File: config.mk
export PLATFORM = sky130hd
export DESIGN_NAME = rangeCheck
export DESIGN_NICKNAME = d
export VERILOG_FILES = /design/src/rtl/rangeCheckPkg.sv /design/src/rtl/boundIf.sv /design/src/rtl/prefixAndOr.sv /design/src/rtl/cmpEqGe.sv /design/src/rtl/boundStage.sv /design/src/rtl/zoneStage.sv /design/src/rtl/rangeCheck.sv
export SDC_FILE = /design/constraint.sdc
export NUM_CORES = 1
export LEC_CHECK = 0
export ABC_CLOCK_PERIOD_IN_PS = 4500
export BUFFER_PORTS_ARGS = -buffer_cell sky130_fd_sc_hd__buf_2
export CORE_MARGIN = 2
export CORE_UTILIZATION = 52
export DETAILED_ROUTE_END_ITERATION = 12
export MAX_ROUTING_LAYER = met4
export PLACE_DENSITY = 0.81
export SETUP_SLACK_MARGIN = 0.2
export SYNTH_ARGS = -nofsm -noshare
export SYNTH_HDL_FRONTEND = slang
export SYNTH_SLANG_ARGS = --single-unit
File: constraint.sdc
create_clock -name clk -period 4.5 [get_ports clk]
set_clock_uncertainty 0.2 [all_clocks]
set_input_delay 0 -clock clk [delete_from_list [all_inputs] [get_ports clk]]
set_output_delay 0 -clock clk [all_outputs]
set_load 0.005 [all_outputs]
File: src/rtl/rangeCheckPkg.sv
package rangeCheckPkg;

	// prefix structure codes, passed down as the speed parameter
	localparam int speedSerial    = 0;  // ripple chain, smallest
	localparam int speedBrentKung = 1;  // 2*log2 levels, sparse
	localparam int speedSklansky  = 2;  // log2 levels, high fanout

	// zone output codes
	localparam logic [1:0] zoneBelow  = 2'd0;
	localparam logic [1:0] zoneInside = 2'd1;
	localparam logic [1:0] zoneAbove  = 2'd2;

	// floor(log2(n)), gives -1 for n < 1
	function automatic int log2floor(input int n);
		int m;
		int p;
		m = -1;
		p = 1;
		while (p <= n) begin
			m = m + 1;
			p = p * 2;
		end
		return m;
	endfunction

endpackage

File: src/rtl/boundIf.sv
`timescale 1ns/10ps

interface boundIf #(
	parameter int width = 8  // sample width
);

	logic             valid;   // one-cycle strobe per sample
	logic [width-1:0] data;    // registered sample
	logic             geLow;   // data >= lowBound
	logic             geHigh;  // data >= highBound
	logic             eqLow;   // data == lowBound
	logic             eqHigh;  // data == highBound

	// stage one side
	modport src (
		output valid,
		output data,
		output geLow,
		output geHigh,
		output eqLow,
		output eqHigh
	);

	// stage two side
	modport dst (
		input valid,
		input data,
		input geLow,
		input geHigh,
		input eqLow,
		input eqHigh
	);

endinterface

File: src/rtl/prefixAndOr.sv
`timescale 1ns/10ps

module prefixAndOr #(
	parameter int width = 8,  // word width
	parameter int speed = 1   // structure select, see package codes
) (
	input  logic [width-1:0] GI,  // generate in
	input  logic [width-1:0] PI,  // propagate in
	output logic [width-1:0] GO,  // prefix generate out
	output logic [width-1:0] PO   // prefix propagate out
);

	// levels needed to span the word
	localparam int depth = (width > 1) ? rangeCheckPkg::log2floor(width - 1) + 1 : 0;

	// each node: g = gHi | (pHi & gLo), p = pHi & pLo
	if (speed == rangeCheckPkg::speedSklansky) begin : sklansky
		logic [width-1:0] gT [0:depth];  // level results
		logic [width-1:0] pT [0:depth];

		always_comb begin
			gT[0] = GI;
			pT[0] = PI;
			for (int l = 1; l <= depth; l++) begin
				gT[l] = gT[l-1];  // default pass through
				pT[l] = pT[l-1];
				for (int i = 0; i < width; i++) begin
					// upper half of each 2^l block takes the lower half's last node
					if (((i >> (l - 1)) & 1) == 1) begin
						gT[l][i] = gT[l-1][i]
							| (pT[l-1][i] & gT[l-1][((i >> (l - 1)) << (l - 1)) - 1]);
						pT[l][i] = pT[l-1][i]
							& pT[l-1][((i >> (l - 1)) << (l - 1)) - 1];
					end
				end
			end
		end

		assign GO = gT[depth];
		assign PO = pT[depth];
	end else if (speed == rangeCheckPkg::speedBrentKung) begin : brentKung
		// up-sweep of depth levels, then depth-1 levels back down
		localparam int bkLevels = (depth > 0) ? 2 * depth - 1 : 0;

		logic [width-1:0] gT [0:bkLevels];
		logic [width-1:0] pT [0:bkLevels];

		always_comb begin
			gT[0] = GI;
			pT[0] = PI;
			// up-sweep, builds spans at the block tops
			for (int l = 1; l <= depth; l++) begin
				gT[l] = gT[l-1];
				pT[l] = pT[l-1];
				for (int i = 0; i < width; i++) begin
					if ((i + 1) % (1 << l) == 0) begin
						gT[l][i] = gT[l-1][i] | (pT[l-1][i] & gT[l-1][i - (1 << (l - 1))]);
						pT[l][i] = pT[l-1][i] & pT[l-1][i - (1 << (l - 1))];
					end
				end
			end
			// down-sweep, fills in the mid-block nodes
			for (int l = depth - 1; l >= 1; l--) begin
				gT[2*depth-l] = gT[2*depth-l-1];
				pT[2*depth-l] = pT[2*depth-l-1];
				for (int i = 0; i < width; i++) begin
					if (((i + 1) % (1 << l) == (1 << (l - 1))) && (i >= (1 << l))) begin
						gT[2*depth-l][i] = gT[2*depth-l-1][i]
							| (pT[2*depth-l-1][i] & gT[2*depth-l-1][i - (1 << (l - 1))]);
						pT[2*depth-l][i] = pT[2*depth-l-1][i]
							& pT[2*depth-l-1][i - (1 << (l - 1))];
					end
				end
			end
		end

		assign GO = gT[bkLevels];
		assign PO = pT[bkLevels];
	end else begin : serial
		logic [width-1:0] gT;  // ripple chain
		logic [width-1:0] pT;

		always_comb begin
			gT[0] = GI[0];
			pT[0] = PI[0];
			for (int i = 1; i < width; i++) begin
				gT[i] = GI[i] | (PI[i] & gT[i-1]);  // one node per bit
				pT[i] = PI[i] & pT[i-1];
			end
		end

		assign GO = gT;
		assign PO = pT;
	end

endmodule

File: src/rtl/cmpEqGe.sv
`timescale 1ns/10ps

module cmpEqGe #(
	parameter int width = 8,  // operand width
	parameter int speed = 1   // prefix structure
) (
	input  logic [width-1:0] A,   // operands, unsigned
	input  logic [width-1:0] B,
	output logic             EQ,  // A == B
	output logic             GE   // A >= B
);

	logic [width-1:0] GI;  // per-bit generate
	logic [width-1:0] PI;  // per-bit propagate
	logic [width-1:0] GO;
	logic [width-1:0] PO;

	// subtraction A - B reduced to carry terms
	always_comb begin
		PI = ~(A ^ B);  // bits equal, carry passes
		GI = A & ~B;    // A bit wins
		GI[0] = A[0] | ~B[0];  // carry-in of one folded into lsb
	end

	prefixAndOr #(
		.width(width),
		.speed(speed)
	) prefix_inst (
		.GI(GI),
		.PI(PI),
		.GO(GO),
		.PO(PO)
	);

	// msb carries the full-word result
	assign EQ = PO[width-1];  // all bits equal
	assign GE = GO[width-1];  // carry out, no borrow

endmodule

File: src/rtl/boundStage.sv
`timescale 1ns/10ps

module boundStage #(
	parameter int width = 8,  // sample width
	parameter int speed = 1   // comparator structure
) (
	input  logic             clk,
	input  logic             rst,
	input  logic [width-1:0] sample,
	input  logic             sampleValid,
	input  logic [width-1:0] lowBound,   // held level
	input  logic [width-1:0] highBound,  // held level
	boundIf.src              out
);

	logic eqLowComb;   // sample == lowBound
	logic geLowComb;   // sample >= lowBound
	logic eqHighComb;  // sample == highBound
	logic geHighComb;  // sample >= highBound

	// compare against low bound
	cmpEqGe #(
		.width(width),
		.speed(speed)
	) cmpLow_inst (
		.A(sample),
		.B(lowBound),
		.EQ(eqLowComb),
		.GE(geLowComb)
	);

	// compare against high bound
	cmpEqGe #(
		.width(width),
		.speed(speed)
	) cmpHigh_inst (
		.A(sample),
		.B(highBound),
		.EQ(eqHighComb),
		.GE(geHighComb)
	);

	// strobe, cleared on reset
	always_ff @(posedge clk) begin
		if (rst) begin
			out.valid <= 1'b0;
		end else begin
			out.valid <= sampleValid;  // one cycle per accepted sample
		end
	end

	// payload and flags, only loaded on a valid sample
	always_ff @(posedge clk) begin
		if (sampleValid) begin
			out.data   <= sample;
			out.geLow  <= geLowComb;
			out.geHigh <= geHighComb;
			out.eqLow  <= eqLowComb;
			out.eqHigh <= eqHighComb;
		end
	end

	// an X sample would poison the flags and the running max downstream
	sampleKnown: assert property (
		@(posedge clk) disable iff (rst)
		sampleValid |-> !$isunknown(sample)
	) else $error("boundStage: unknown bits on sample while sampleValid is high");

endmodule

File: src/rtl/zoneStage.sv
`timescale 1ns/10ps

module zoneStage #(
	parameter int width      = 8,  // sample width
	parameter int speed      = 1,  // comparator structure
	parameter int countWidth = 4   // excursion counter width
) (
	input  logic                  clk,
	input  logic                  rst,
	boundIf.dst                   in,
	output logic                  outValid,
	output logic [1:0]            zone,
	output logic                  atBound,
	output logic [width-1:0]      runMax,
	output logic [countWidth-1:0] excursionCount
);

	logic       geMax;     // incoming sample >= held max
	logic [1:0] zoneNext;  // decoded zone of incoming sample
	logic       outside;   // sample outside the window

	// new sample against running max
	cmpEqGe #(
		.width(width),
		.speed(speed)
	) cmpMax_inst (
		.A(in.data),
		.B(runMax),
		.EQ(),
		.GE(geMax)
	);

	// below wins over above, so inverted bounds still land somewhere
	always_comb begin
		if (!in.geLow) begin
			zoneNext = rangeCheckPkg::zoneBelow;  // sample < low
		end else if (in.geHigh && !in.eqHigh) begin
			zoneNext = rangeCheckPkg::zoneAbove;  // sample > high
		end else begin
			zoneNext = rangeCheckPkg::zoneInside;
		end
	end

	assign outside = (zoneNext != rangeCheckPkg::zoneInside);

	always_ff @(posedge clk) begin
		if (rst) begin
			outValid       <= 1'b0;
			zone           <= '0;
			atBound        <= 1'b0;
			runMax         <= '0;
			excursionCount <= '0;
		end else begin
			outValid <= in.valid;  // fixed one-cycle delay
			if (in.valid) begin
				zone    <= zoneNext;
				atBound <= in.eqLow | in.eqHigh;
				if (geMax) begin
					runMax <= in.data;  // equal case reloads same value
				end
				// saturate at all ones
				if (outside && (excursionCount != {countWidth{1'b1}})) begin
					excursionCount <= excursionCount + countWidth'(1);
				end
			end
		end
	end

	// each stage-one strobe gives a result one cycle later, with known values
	validFollows: assert property (
		@(posedge clk) disable iff (rst)
		in.valid |=> (outValid && !$isunknown({zone, atBound, runMax, excursionCount}))
	) else $error("zoneStage: no known result one cycle after in.valid");

	// once full, counter holds until reset
	countNoWrap: assert property (
		@(posedge clk) disable iff (rst)
		(&excursionCount) |=> (&excursionCount)
	) else $error("zoneStage: excursionCount left saturation");

endmodule

File: src/rtl/rangeCheck.sv
`timescale 1ns/10ps

module rangeCheck #(
	parameter int width      = 8,                             // sample width
	parameter int speed      = rangeCheckPkg::speedBrentKung, // prefix structure
	parameter int countWidth = 4                              // excursion counter
) (
	input  logic                  clk,
	input  logic                  rst,
	input  logic [width-1:0]      sample,
	input  logic                  sampleValid,
	input  logic [width-1:0]      lowBound,
	input  logic [width-1:0]      highBound,
	output logic                  outValid,        // two cycles after sampleValid
	output logic [1:0]            zone,
	output logic                  atBound,
	output logic [width-1:0]      runMax,
	output logic [countWidth-1:0] excursionCount
);

	// stage one to stage two link
	boundIf #(
		.width(width)
	) link ();

	// compare with both bounds, register flags
	boundStage #(
		.width(width),
		.speed(speed)
	) boundStage_inst (
		.clk(clk),
		.rst(rst),
		.sample(sample),
		.sampleValid(sampleValid),
		.lowBound(lowBound),
		.highBound(highBound),
		.out(link.src)
	);

	// classify zone, track max and excursions
	zoneStage #(
		.width(width),
		.speed(speed),
		.countWidth(countWidth)
	) zoneStage_inst (
		.clk(clk),
		.rst(rst),
		.in(link.dst),
		.outValid(outValid),
		.zone(zone),
		.atBound(atBound),
		.runMax(runMax),
		.excursionCount(excursionCount)
	);

endmodule

==> flow_metrics.env, run 1 <==
export IMPL_switching_power_uw=157.1
export IMPL_worst_pin_slew_ns=0.5974
export IMPL_cts_tree="done"
export IMPL_cts_max_path_buffers=2
export IMPL_place_ws_ns=2.296
export IMPL_maxSlewHeadroom_pct=60.17
export IMPL_start_kind="register"
export IMPL_cts_buffers=5
export IMPL_cp_max_fo=8
export IMPL_total_power_uw=562.5
export IMPL_grt_pass1_wl_mm=5.368
export IMPL_setup_tns_final_ns=0
export IMPL_hold_path_class="in -> reg"
export IMPL_die_h_microns=59.43
export IMPL_syn2layout_area_growth_pct=24.82
export IMPL_cts_max_level=2
export IMPL_yosysSeqAreaShare_pct=43.85
export IMPL_synth_area_per_cell_sq_um=10.24
export IMPL_grt_usage_pct=21.30
export IMPL_clkLatencyLatePin_ns=0.33
export IMPL_antenna_left=0
export IMPL_vias=1302
export IMPL_rsz0062_at_grt="false"
export IMPL_drv_slew=0
export IMPL_cts_post_setup_buffers_inserted=0
export IMPL_cp_slowest_cell="a22oi_2"
export IMPL_antenna_found_initial=0
export IMPL_synth_edf_count=12
export IMPL_ys_async_sr_fraction_pct=0
export IMPL_drt_initial_drc_count=44
export IMPL_rows=20
export IMPL_path_buf_inv=1
export IMPL_post_route_period_util_pct=49.51
export IMPL_cts_root_buf="clkbuf_4"
export IMPL_diodes=0
export IMPL_n_fill_cell=217
export IMPL_die_width_microns=59.43
export IMPL_final_cell_mix="42 x buf_2, 24 x inv_1, 24 x ha_1, 17 x dfxtp_1, 16 x nor2_1"
export IMPL_vdd_drop_max_uv=136.4
export IMPL_worstSetupStartpoint="zoneStage_inst.runMax[6]"
export IMPL_critical_path_endpoint="zoneStage_inst.runMax[7]"
export IMPL_synthesis_nets=207
export IMPL_path_cells="inv_1, ha_1, a41oi_1, o21ai_0, a22oi_2, mux2i_1, nor2_1"
export IMPL_setup_violations_final=0
export IMPL_grt_overflow_total=0
export IMPL_drv_cap=0
export IMPL_synthesis_area_sq_um=1598
export IMPL_io_pins=43
export IMPL_synth_warnings=0
export IMPL_min_period_ns=2.228
export IMPL_drt_wl_total_mm=3.165
export IMPL_mostFrequentLayoutCell="buf_2"
export IMPL_crit_arrival_ns=2.23
export IMPL_hold_viol_final=0
export IMPL_clk_pin_slew_worst_paths_ns=0.11
export IMPL_synth_seq_cells=29
export IMPL_core_sq_um=2978
export IMPL_crit_path_end_kind="register"
export IMPL_p_seq_share_pct=53.9
export IMPL_dp_hpwl_mm=2.463
export IMPL_firstDrtPassIters=5
export IMPL_r2r_slack_ns=2.27
export IMPL_finalNonFillerCells=247
export IMPL_comb_power_share_pct=19.2
export IMPL_r2r_start="zoneStage_inst.runMax[6]"
export IMPL_synthCells=156
export IMPL_io_buffers=42
export IMPL_r2r_end="zoneStage_inst.runMax[7]"
export IMPL_p_int_uw=405.4
export IMPL_place_congestion=0.7416
export IMPL_fmax_ghz=0.4489
export IMPL_die_area_sq_um=3532
export IMPL_yosysUniqueCellTypes=30
export IMPL_leakagePower_nw=1.008
export IMPL_grt_max_degree=18
export IMPL_drc=0
export IMPL_cts_resized=0
export IMPL_grt_pass1_vias=1315
export IMPL_path_class="reg -> reg"
export IMPL_wl_per_cell_microns=12.81
export IMPL_initial_core_util_pct=53.66
export IMPL_cts_sinks=29
export IMPL_worst_r2r_path_depth=7
export IMPL_setup_ws_ns=2.272
export IMPL_synthFlopType="dfxtp_1"
export IMPL_powerDensity_nw_per_um2=282.0
export IMPL_cpPeakStageDelay_ns=0.48
export IMPL_worstPathRequired_ns=4.50
export IMPL_drive_above_1_share_pct=26.17
export IMPL_via_per_inst=5.271
export IMPL_layout_nets=264
export IMPL_path_depth=7
export IMPL_crit_family="compound AO/OA/AOI/OAI gates"
export IMPL_placedCellCount=227
export IMPL_outcome="completed"
export IMPL_clockPowerShare_pct=26.8
export IMPL_whs_ns=0.01462
export IMPL_switching_share_pct=27.92
[metrics by stage]
stage | instance area (sq um) | util, %
CTS | 1994 | 66.97
global route | 1994 | 66.97
global placement | 1819 | 61.09
finish | 1994 | 66.97
floorplan | 1598 | -
detailed placement | 1819 | 61.09
[metal layers]
layer  global-route usage [%]  routed length [microns]  share of wire (%)
met3                    5.459                      146                4.6
met1                    20.30                     1229                 39
met4                    7.792                       74                2.3
met2                    40.35                     1715                 54
met5                        -                        0                  0
[how the worst min path moves through the flow]
stage	start	depth (start not counted)	end
6_report	highBound[0]	4	boundStage_inst.out.eqHigh
3_3_place_gp	sample[0]	1	boundStage_inst.out.data[0]
5_1_grt	highBound[0]	4	boundStage_inst.out.eqHigh
2_1_floorplan	sample[0]	0	boundStage_inst.out.data[0]
3_5_place_dp	sample[0]	1	boundStage_inst.out.data[0]
4_1_cts	highBound[0]	4	boundStage_inst.out.eqHigh
[synthesized netlist by cell type (2+ instances only)]
library cell / count / area (sq um)
o21ai_0: 7 / 35.03
dfxtp_1: 17 / 340.3
a21o_1: 4 / 30.03
nor2b_1: 4 / 25.02
a21oi_1: 9 / 45.04
inv_1: 24 / 90.09
edfxtp_1: 12 / 360.4
nand2b_1: 3 / 18.77
nor2_1: 16 / 60.06
nand3_1: 4 / 20.02
buf_6: 2 / 22.52
nand4_1: 4 / 25.02
ha_1: 24 / 300.3
clkbuf_1: 2 / 7.510
mux2i_1: 8 / 80.08
nor3_1: 2 / 10.01
[worst reg2reg max path: stages, from the launching register on]
cell and delay [ns]:
dfxtp_1 0.40, inv_1 0.06, ha_1 0.34, a41oi_1 0.18, o21ai_0 0.12, a22oi_2 0.48, mux2i_1 0.26, nor2_1 0.05
[sequential cells by signal (all words and copies together), names as in the netlist]
signal	cells
boundStage_inst.out.data	8
boundStage_inst.out.geLow	1
zoneStage_inst.excursionCount	4
zoneStage_inst.atBound	1
zoneStage_inst.outValid	1
boundStage_inst.out.eqHigh	1
zoneStage_inst.runMax	8
zoneStage_inst.zone	2
boundStage_inst.out.valid	1
boundStage_inst.out.geHigh	1
boundStage_inst.out.eqLow	1
[power by group through the flow]
| stage | combinational [mW] | sequential (mW) | clock, mW |
|---|---|---|---|
| 6_report | 0.108 | 0.303 | 0.151 |
| 5_1_grt | 0.124 | 0.306 | 0.167 |
| 4_1_cts | 0.109 | 0.304 | 0.153 |
| 3_5_place_dp | 0.101 | 0.309 | 0 |
| 3_3_place_gp | 0.0931 | 0.308 | 0 |
| 2_1_floorplan | 0.0654 | 0.307 | 0 |
[what timing repair did]
item / in CTS / in global routing
hold buffers: 12 / 0
hold endpoints to repair: 39 / 0
endpoints found under the setup margin: 0 / 0
[cell type report]
| class | count | area, sq um | share of cell area (%) |
|---|---|---|---|
| well taps | 33 | 41.29 | 2.070 |
| flip-flops and latches | 29 | 700.7 | 35.13 |
| multi-input cells | 99 | 777.0 | 38.96 |
| clock inverters | 3 | 17.52 | 0.8783 |
| repair buffers | 54 | 330.3 | 16.56 |
| inverters | 24 | 90.09 | 4.517 |
| clock buffers | 5 | 37.54 | 1.882 |
[logic make-up after synthesis]
group	count (synthesis)	synth area share, %
flip-flops	29	43.85
AND/OR/NAND/NOR	41	14.33
adder cells (fa/ha/maj)	24	18.79
buffers and inverters	28	7.518
XOR/XNOR	1	0.5483
AO/OA/AOI/OAI	25	9.944
multiplexers	8	5.012
Note: power is estimated with default switching activity, not from simulation.
==> inputs of run 2 (changes only) <==
--- a/config.mk
+++ b/config.mk
@@ -5,7 +5,7 @@
 export SDC_FILE = /design/constraint.sdc
 export NUM_CORES = 1
 export LEC_CHECK = 0
-export ABC_CLOCK_PERIOD_IN_PS = 4500
+export ABC_CLOCK_PERIOD_IN_PS = 2100
 export BUFFER_PORTS_ARGS = -buffer_cell sky130_fd_sc_hd__buf_2
 export CORE_MARGIN = 2
 export CORE_UTILIZATION = 52
==> constraint.sdc (replaced) <==
create_clock -name clk -period 2.1 [get_ports clk]
set_clock_uncertainty 0.2 [all_clocks]
set_input_delay 0 -clock clk [delete_from_list [all_inputs] [get_ports clk]]
set_output_delay 0 -clock clk [all_outputs]
set_load 0.005 [all_outputs]
==> flow_metrics.env, run 2 (same netlist as run 1, synthesis figures left out) <==
export IMPL_outcome="completed"
export IMPL_start_kind="register"
export IMPL_fmax_ghz=0.5188
export IMPL_initial_core_util_pct=53.66
export IMPL_hold_path_class="in -> reg"
export IMPL_cpPeakStageDelay_ns=0.44
export IMPL_cts_max_level=2
export IMPL_vdd_drop_max_uv=303.1
export IMPL_vias=1327
export IMPL_io_buffers=42
export IMPL_maxSlewHeadroom_pct=77.87
export IMPL_dp_hpwl_mm=2.426
export IMPL_via_per_inst=5.224
export IMPL_cts_sinks=29
export IMPL_final_cell_mix="42 x buf_2, 24 x inv_1, 21 x ha_1, 15 x nor2_1"
export IMPL_mostFrequentLayoutCell="buf_2"
export IMPL_routed_top_layer="met4"
export IMPL_firstDrtPassIters=4
export IMPL_wl_met1_mm=1.364
export IMPL_clk_pin_slew_worst_paths_ns=0.07
export IMPL_fin_area_sq_um=2108
export IMPL_path_cells="ha_1, nor2_2, nor3_2, a22oi_2, buf_6, mux2i_1, nor2_1"
export IMPL_cp_max_fo=8
export IMPL_crit_path_end_kind="register"
export IMPL_cts_root_buf="clkbuf_4"
export IMPL_diodes=0
export IMPL_powerDensity_nw_per_um2=584.7
export IMPL_rsz0062_at_grt="true"
export IMPL_place_congestion=0.7348
export IMPL_wl_per_cell_microns=13.19
export IMPL_rows=20
export IMPL_worstPathRequired_ns=2.10
export IMPL_die_area_sq_um=3532
export IMPL_core_sq_um=2978
export IMPL_io_pins=43
export IMPL_antenna_found_initial=0
export IMPL_cts_max_path_buffers=2
export IMPL_drt_wl_total_mm=3.350
export IMPL_syn2layout_area_growth_pct=31.95
export IMPL_grt_pass1_vias=1405
export IMPL_path_class="reg -> reg"
export IMPL_post_route_period_util_pct=91.79
export IMPL_placed_cell_area_sq_um=1827
export IMPL_drc=0
export IMPL_die_h_microns=59.43
export IMPL_setup_tns_final_ns=0
export IMPL_drt_initial_drc_count=39
export IMPL_drv_slew=0
export IMPL_leakagePower_nw=1.044
export IMPL_reg_largest_list="boundStage_inst.out.data (8), zoneStage_inst.runMax (8), zoneStage_inst.excursionCount (4)"
export IMPL_crit_arrival_ns=1.93
export IMPL_cp_slowest_cell="edfxtp_1"
export IMPL_wl_met3_microns=188
export IMPL_setup_violations_final=0
export IMPL_grt_pass1_wl_mm=5.589
export IMPL_min_period_ns=1.928
export IMPL_die_width_microns=59.43
export IMPL_wl_met2_mm=1.730
export IMPL_layout_nets=271
export IMPL_grt_max_degree=18
export IMPL_cts_tree="done"
export IMPL_worst_pin_slew_ns=0.3315
export IMPL_antenna_left=0
export IMPL_grt_overflow_total=0
export IMPL_drv_cap=0
export IMPL_grt_usage_pct=21.99
export IMPL_clkLatencyLatePin_ns=0.32
export IMPL_drive_above_1_share_pct=31.67
export IMPL_hold_viol_final=0
export IMPL_cts_buffers=5
## run 2: cell count changes in the layout (fill, tap and decap cells not counted), sizes merged
cell	change
dlygate4sd3	+1
buf	+6
clkinv	-2
clkbuf	+3
clkinvlp	-1
## run 2: repair_timing
action,CTS,global route
gates resized for setup,11,3
setup buffers,3,2
hold buffers,13,0
endpoints found under the hold margin,40,0
endpoints found under the setup margin,8,8
pin swaps,2,3
## run 2: report_power, final
part / switching (mW) / total [mW] / internal [mW] / leakage [nW]
Clock: 0.171 / 0.304 / 0.133 / 0.0265
Sequential: 0.0274 / 0.654 / 0.627 / 0.257
Combinational: 0.129 / 0.275 / 0.145 / 0.760
Total: 0.328 / 1.23 / 0.905 / 1.04
## run 2: cell type report
class,count,area [sq um]
Timing Repair Buffer,61,389.1
Multi-Input combinational cell,99,833.3
Fill cell,220,869.6
Tap cell,33,41.29
Clock buffer,8,48.80
Inverter,24,90.09
Sequential cell,29,705.7
## run 2: critical path, delay by kind of cell, from the launching register on
| family | cells | cell delay (ns) |
|---|---|---|
| multiplexers | 1 | 0.21 |
| adder cells (fa/ha/maj) | 1 | 0.31 |
| buffers and inverters | 1 | 0.19 |
| AO/OA/AOI/OAI | 1 | 0.22 |
| flip-flops | 1 | 0.44 |
| AND/OR/NAND/NOR | 3 | 0.24 |
## run 2: layer usage
metal	global-route usage, %	up-vias
met5	-	-
met4	6.494	0
met3	6.332	11
met2	39.25	53
met1	23.30	597
li1	-	666
## run 2: through the flow
stage	instances	utilization, %	worst slack [ns]	power [mW]	hold slack (ns)
floorplan	156	-	0.2768	0.7975	-0.1011
global placement	228	61.34	0.2107	0.8613	-0.004684
detailed placement	228	61.34	0.05249	0.8795	-0.004512
CTS	252	69.92	0.2074	1.223	0.03428
global route	254	70.80	0.1176	1.306	0.05343
finish	254	70.80	0.1724	1.233	0.03393
## run 2: final timing paths
kind / from / to / slack (ns) / cells after the start
max reg2reg: boundStage_inst.out.data[3] / zoneStage_inst.runMax[7] / 0.17 / 7
max: boundStage_inst.out.data[3] / zoneStage_inst.runMax[7] / 0.17 / 7
min: lowBound[0] / boundStage_inst.out.eqLow / 0.03 / 4
min reg2reg: zoneStage_inst.zone[1] / zoneStage_inst.zone[1] / 0.28 / 2
==> inputs of run 3 (changes only) <==
--- a/config.mk
+++ b/config.mk
@@ -6,12 +6,13 @@
 export NUM_CORES = 1
 export LEC_CHECK = 0
 export ABC_CLOCK_PERIOD_IN_PS = 2100
-export BUFFER_PORTS_ARGS = -buffer_cell sky130_fd_sc_hd__buf_2
 export CORE_MARGIN = 2
 export CORE_UTILIZATION = 52
 export DETAILED_ROUTE_END_ITERATION = 12
+export DONT_BUFFER_PORTS = 1
 export MAX_ROUTING_LAYER = met4
-export PLACE_DENSITY = 0.81
+export PLACE_DENSITY = 0.69
+export RECOVER_POWER = 50
 export SETUP_SLACK_MARGIN = 0.2
 export SYNTH_ARGS = -nofsm -noshare
 export SYNTH_HDL_FRONTEND = slang
==> constraint.sdc (replaced) <==
create_clock -name clk -period 2.1 [get_ports clk]
set_clock_uncertainty 0.2 [all_clocks]
set_input_delay 0.42 -clock clk [delete_from_list [all_inputs] [get_ports clk]]
set_output_delay 0.42 -clock clk [all_outputs]
set_load 0.005 [all_outputs]
==> flow_metrics.env, run 3 (same netlist as run 1, synthesis figures left out) <==
export IMPL_place_ws_ns=0.09433
export IMPL_total_power_mw=1.195
export IMPL_cp_max_fo=8
export IMPL_r2r_end="zoneStage_inst.runMax[5]"
export IMPL_clkLatencyLatePin_ns=0.32
export IMPL_initial_core_util_pct=53.66
export IMPL_grt_overflow_total=0
export IMPL_cts_root_buf="clkbuf_4"
export IMPL_cts_tree="done"
export IMPL_io_buffers=0
export IMPL_multi_input_area_sq_um=809.5
export IMPL_die_width_microns=59.43
export IMPL_cts_max_path_buffers=2
export IMPL_drt_initial_drc_count=75
export IMPL_drv_cap=0
export IMPL_diodes=0
export IMPL_post_route_period_util_pct=90.62
export IMPL_maxSlewHeadroom_pct=68.38
export IMPL_wl_per_cell_microns=13.56
export IMPL_mostFrequentLayoutCell="inv_1"
export IMPL_via_per_inst=5.471
export IMPL_vias=1149
export IMPL_core_sq_um=2978
export IMPL_whs_path_depth=1
export IMPL_setup_violations_final=0
export IMPL_crit_path_end_kind="register"
export IMPL_crit_arrival_ns=1.92
export IMPL_regArea_sq_um=700.7
export IMPL_clk_pin_slew_worst_paths_ns=0.08
export IMPL_worst_pin_slew_ns=0.4727
export IMPL_grt_max_degree=18
export IMPL_min_to="zoneStage_inst.excursionCount[1]"
export IMPL_io_pins=43
export IMPL_failed_checks="hold timing"
export IMPL_postCtsHoldBufs=15
export IMPL_setup_ws_ns=0.1970
export IMPL_placedCellCount=186
export IMPL_r2r_slack_ns=0.20
export IMPL_grt_pass1_vias=1181
export IMPL_layout_nets=227
export IMPL_path_class="reg -> reg"
export IMPL_drt_wl_total_mm=2.848
export IMPL_n_fill_cell=252
export IMPL_antenna_found_initial=0
export IMPL_die_area_sq_um=3532
export IMPL_vdd_drop_max_uv=315.9
export IMPL_worstPathRequired_ns=2.12
export IMPL_fmax_ghz=0.5255
export IMPL_cts_max_level=2
export IMPL_drc=0
export IMPL_setup_tns_final_ns=0
export IMPL_min_period_ns=1.903
export IMPL_hold_viol_final=12
export IMPL_die_h_microns=59.43
export IMPL_finalNonFillerCells=210
export IMPL_whs_ns=-0.04433
export IMPL_drive_above_1_share_pct=10.73
export IMPL_worst_r2r_path_depth=8
export IMPL_hp_start="rst"
export IMPL_cts_sinks=29
export IMPL_start_kind="register"
export IMPL_rsz0062_at_grt="true"
export IMPL_outcome="finished with violations"
export IMPL_rows=20
export IMPL_final_cell_mix="24 x inv_1, 21 x ha_1, 17 x dfxtp_1, 16 x nor2_1, 14 x dlygate4sd3_1"
export IMPL_antenna_left=0
export IMPL_r2r_start="zoneStage_inst.runMax[6]"
export IMPL_firstDrtPassIters=4
export IMPL_cts_buffers=5
export IMPL_dp_hpwl_mm=2.158
export IMPL_leakagePower_nw=0.8557
export IMPL_syn2layout_area_growth_pct=16.84
export IMPL_grt_pass1_wl_mm=4.905
export IMPL_hold_path_class="in -> reg"
export IMPL_grt_usage_pct=19.25
export IMPL_place_congestion=0.8138
export IMPL_reg_largest_list="boundStage_inst.out.data (8), zoneStage_inst.runMax (8), zoneStage_inst.excursionCount (4)"
export IMPL_drv_slew=0
export IMPL_powerDensity_nw_per_um2=640.3
## run 3: cell count changes in the layout (fill, tap and decap cells not counted), sizes merged
cell | previous run | this run
buf | 48 | 3
dlygate4sd3 | 13 | 14
## run 3: power by group
group / switching (mW) / leakage (nW) / internal, mW
Sequential: 0.0298 / 0.255 / 0.626
Combinational: 0.0950 / 0.568 / 0.107
Clock: 0.173 / 0.0326 / 0.165
Total: 0.298 / 0.856 / 0.898
## run 3: worst max path at each step
| stage | start | end | slack [ns] | cells after the start |
|---|---|---|---|---|
| finish | zoneStage_inst.runMax[6] | zoneStage_inst.runMax[5] | 0.20 | 8 |
| global route | zoneStage_inst.runMax[6] | zoneStage_inst.runMax[1] | 0.08 | 8 |
| CTS | zoneStage_inst.runMax[1] | zoneStage_inst.runMax[5] | 0.20 | 8 |
| detailed placement | zoneStage_inst.runMax[6] | zoneStage_inst.runMax[5] | 0.09 | 8 |
| global placement | zoneStage_inst.runMax[6] | zoneStage_inst.runMax[0] | 0.19 | 8 |
| floorplan | zoneStage_inst.runMax[6] | zoneStage_inst.runMax[0] | 0.28 | 8 |
## run 3: repair_timing
action / 4_1_cts / 5_1_grt
hold endpoints to repair: 37 / 12
setup endpoints to repair: 8 / 9
pin swaps: 0 / 1
buffers inserted: 1 / 1
resized for setup: 6 / 8
## run 3: stage by stage
step | cell area, sq um | util [%]
final | 1867 | 62.69
after global routing | 1867 | 62.69
after CTS | 1859 | 62.44
after detailed placement | 1617 | 54.29
after global placement | 1617 | 54.29
after floorplan | 1598 | -
## run 3: critical path: stages (launching register included)
cell	delay (ns)
dfxtp_1	0.38
inv_1	0.09
ha_4	0.26
a21oi_1	0.18
o21ai_1	0.10
a22oi_2	0.14
buf_6	0.18
mux2i_1	0.21
nor2_1	0.05
## run 3: final cells by class
class,count,area share (%)
sequential,29,37.53
inverter,24,4.826
multi-input combinational,99,43.36
timing repair buffer,17,8.914
clock buffer,8,3.150
tap,33,2.212
## run 3: metal layers
metal | vias to the layer above | routed length [microns] | global-route usage (%)
li1 | 583 | - | -
met1 | 528 | 1138 | 20.50
met2 | 31 | 1499 | 32.03
met3 | 7 | 150 | 7.205
met4 | 0 | 59 | 7.792
met5 | - | 0 | -
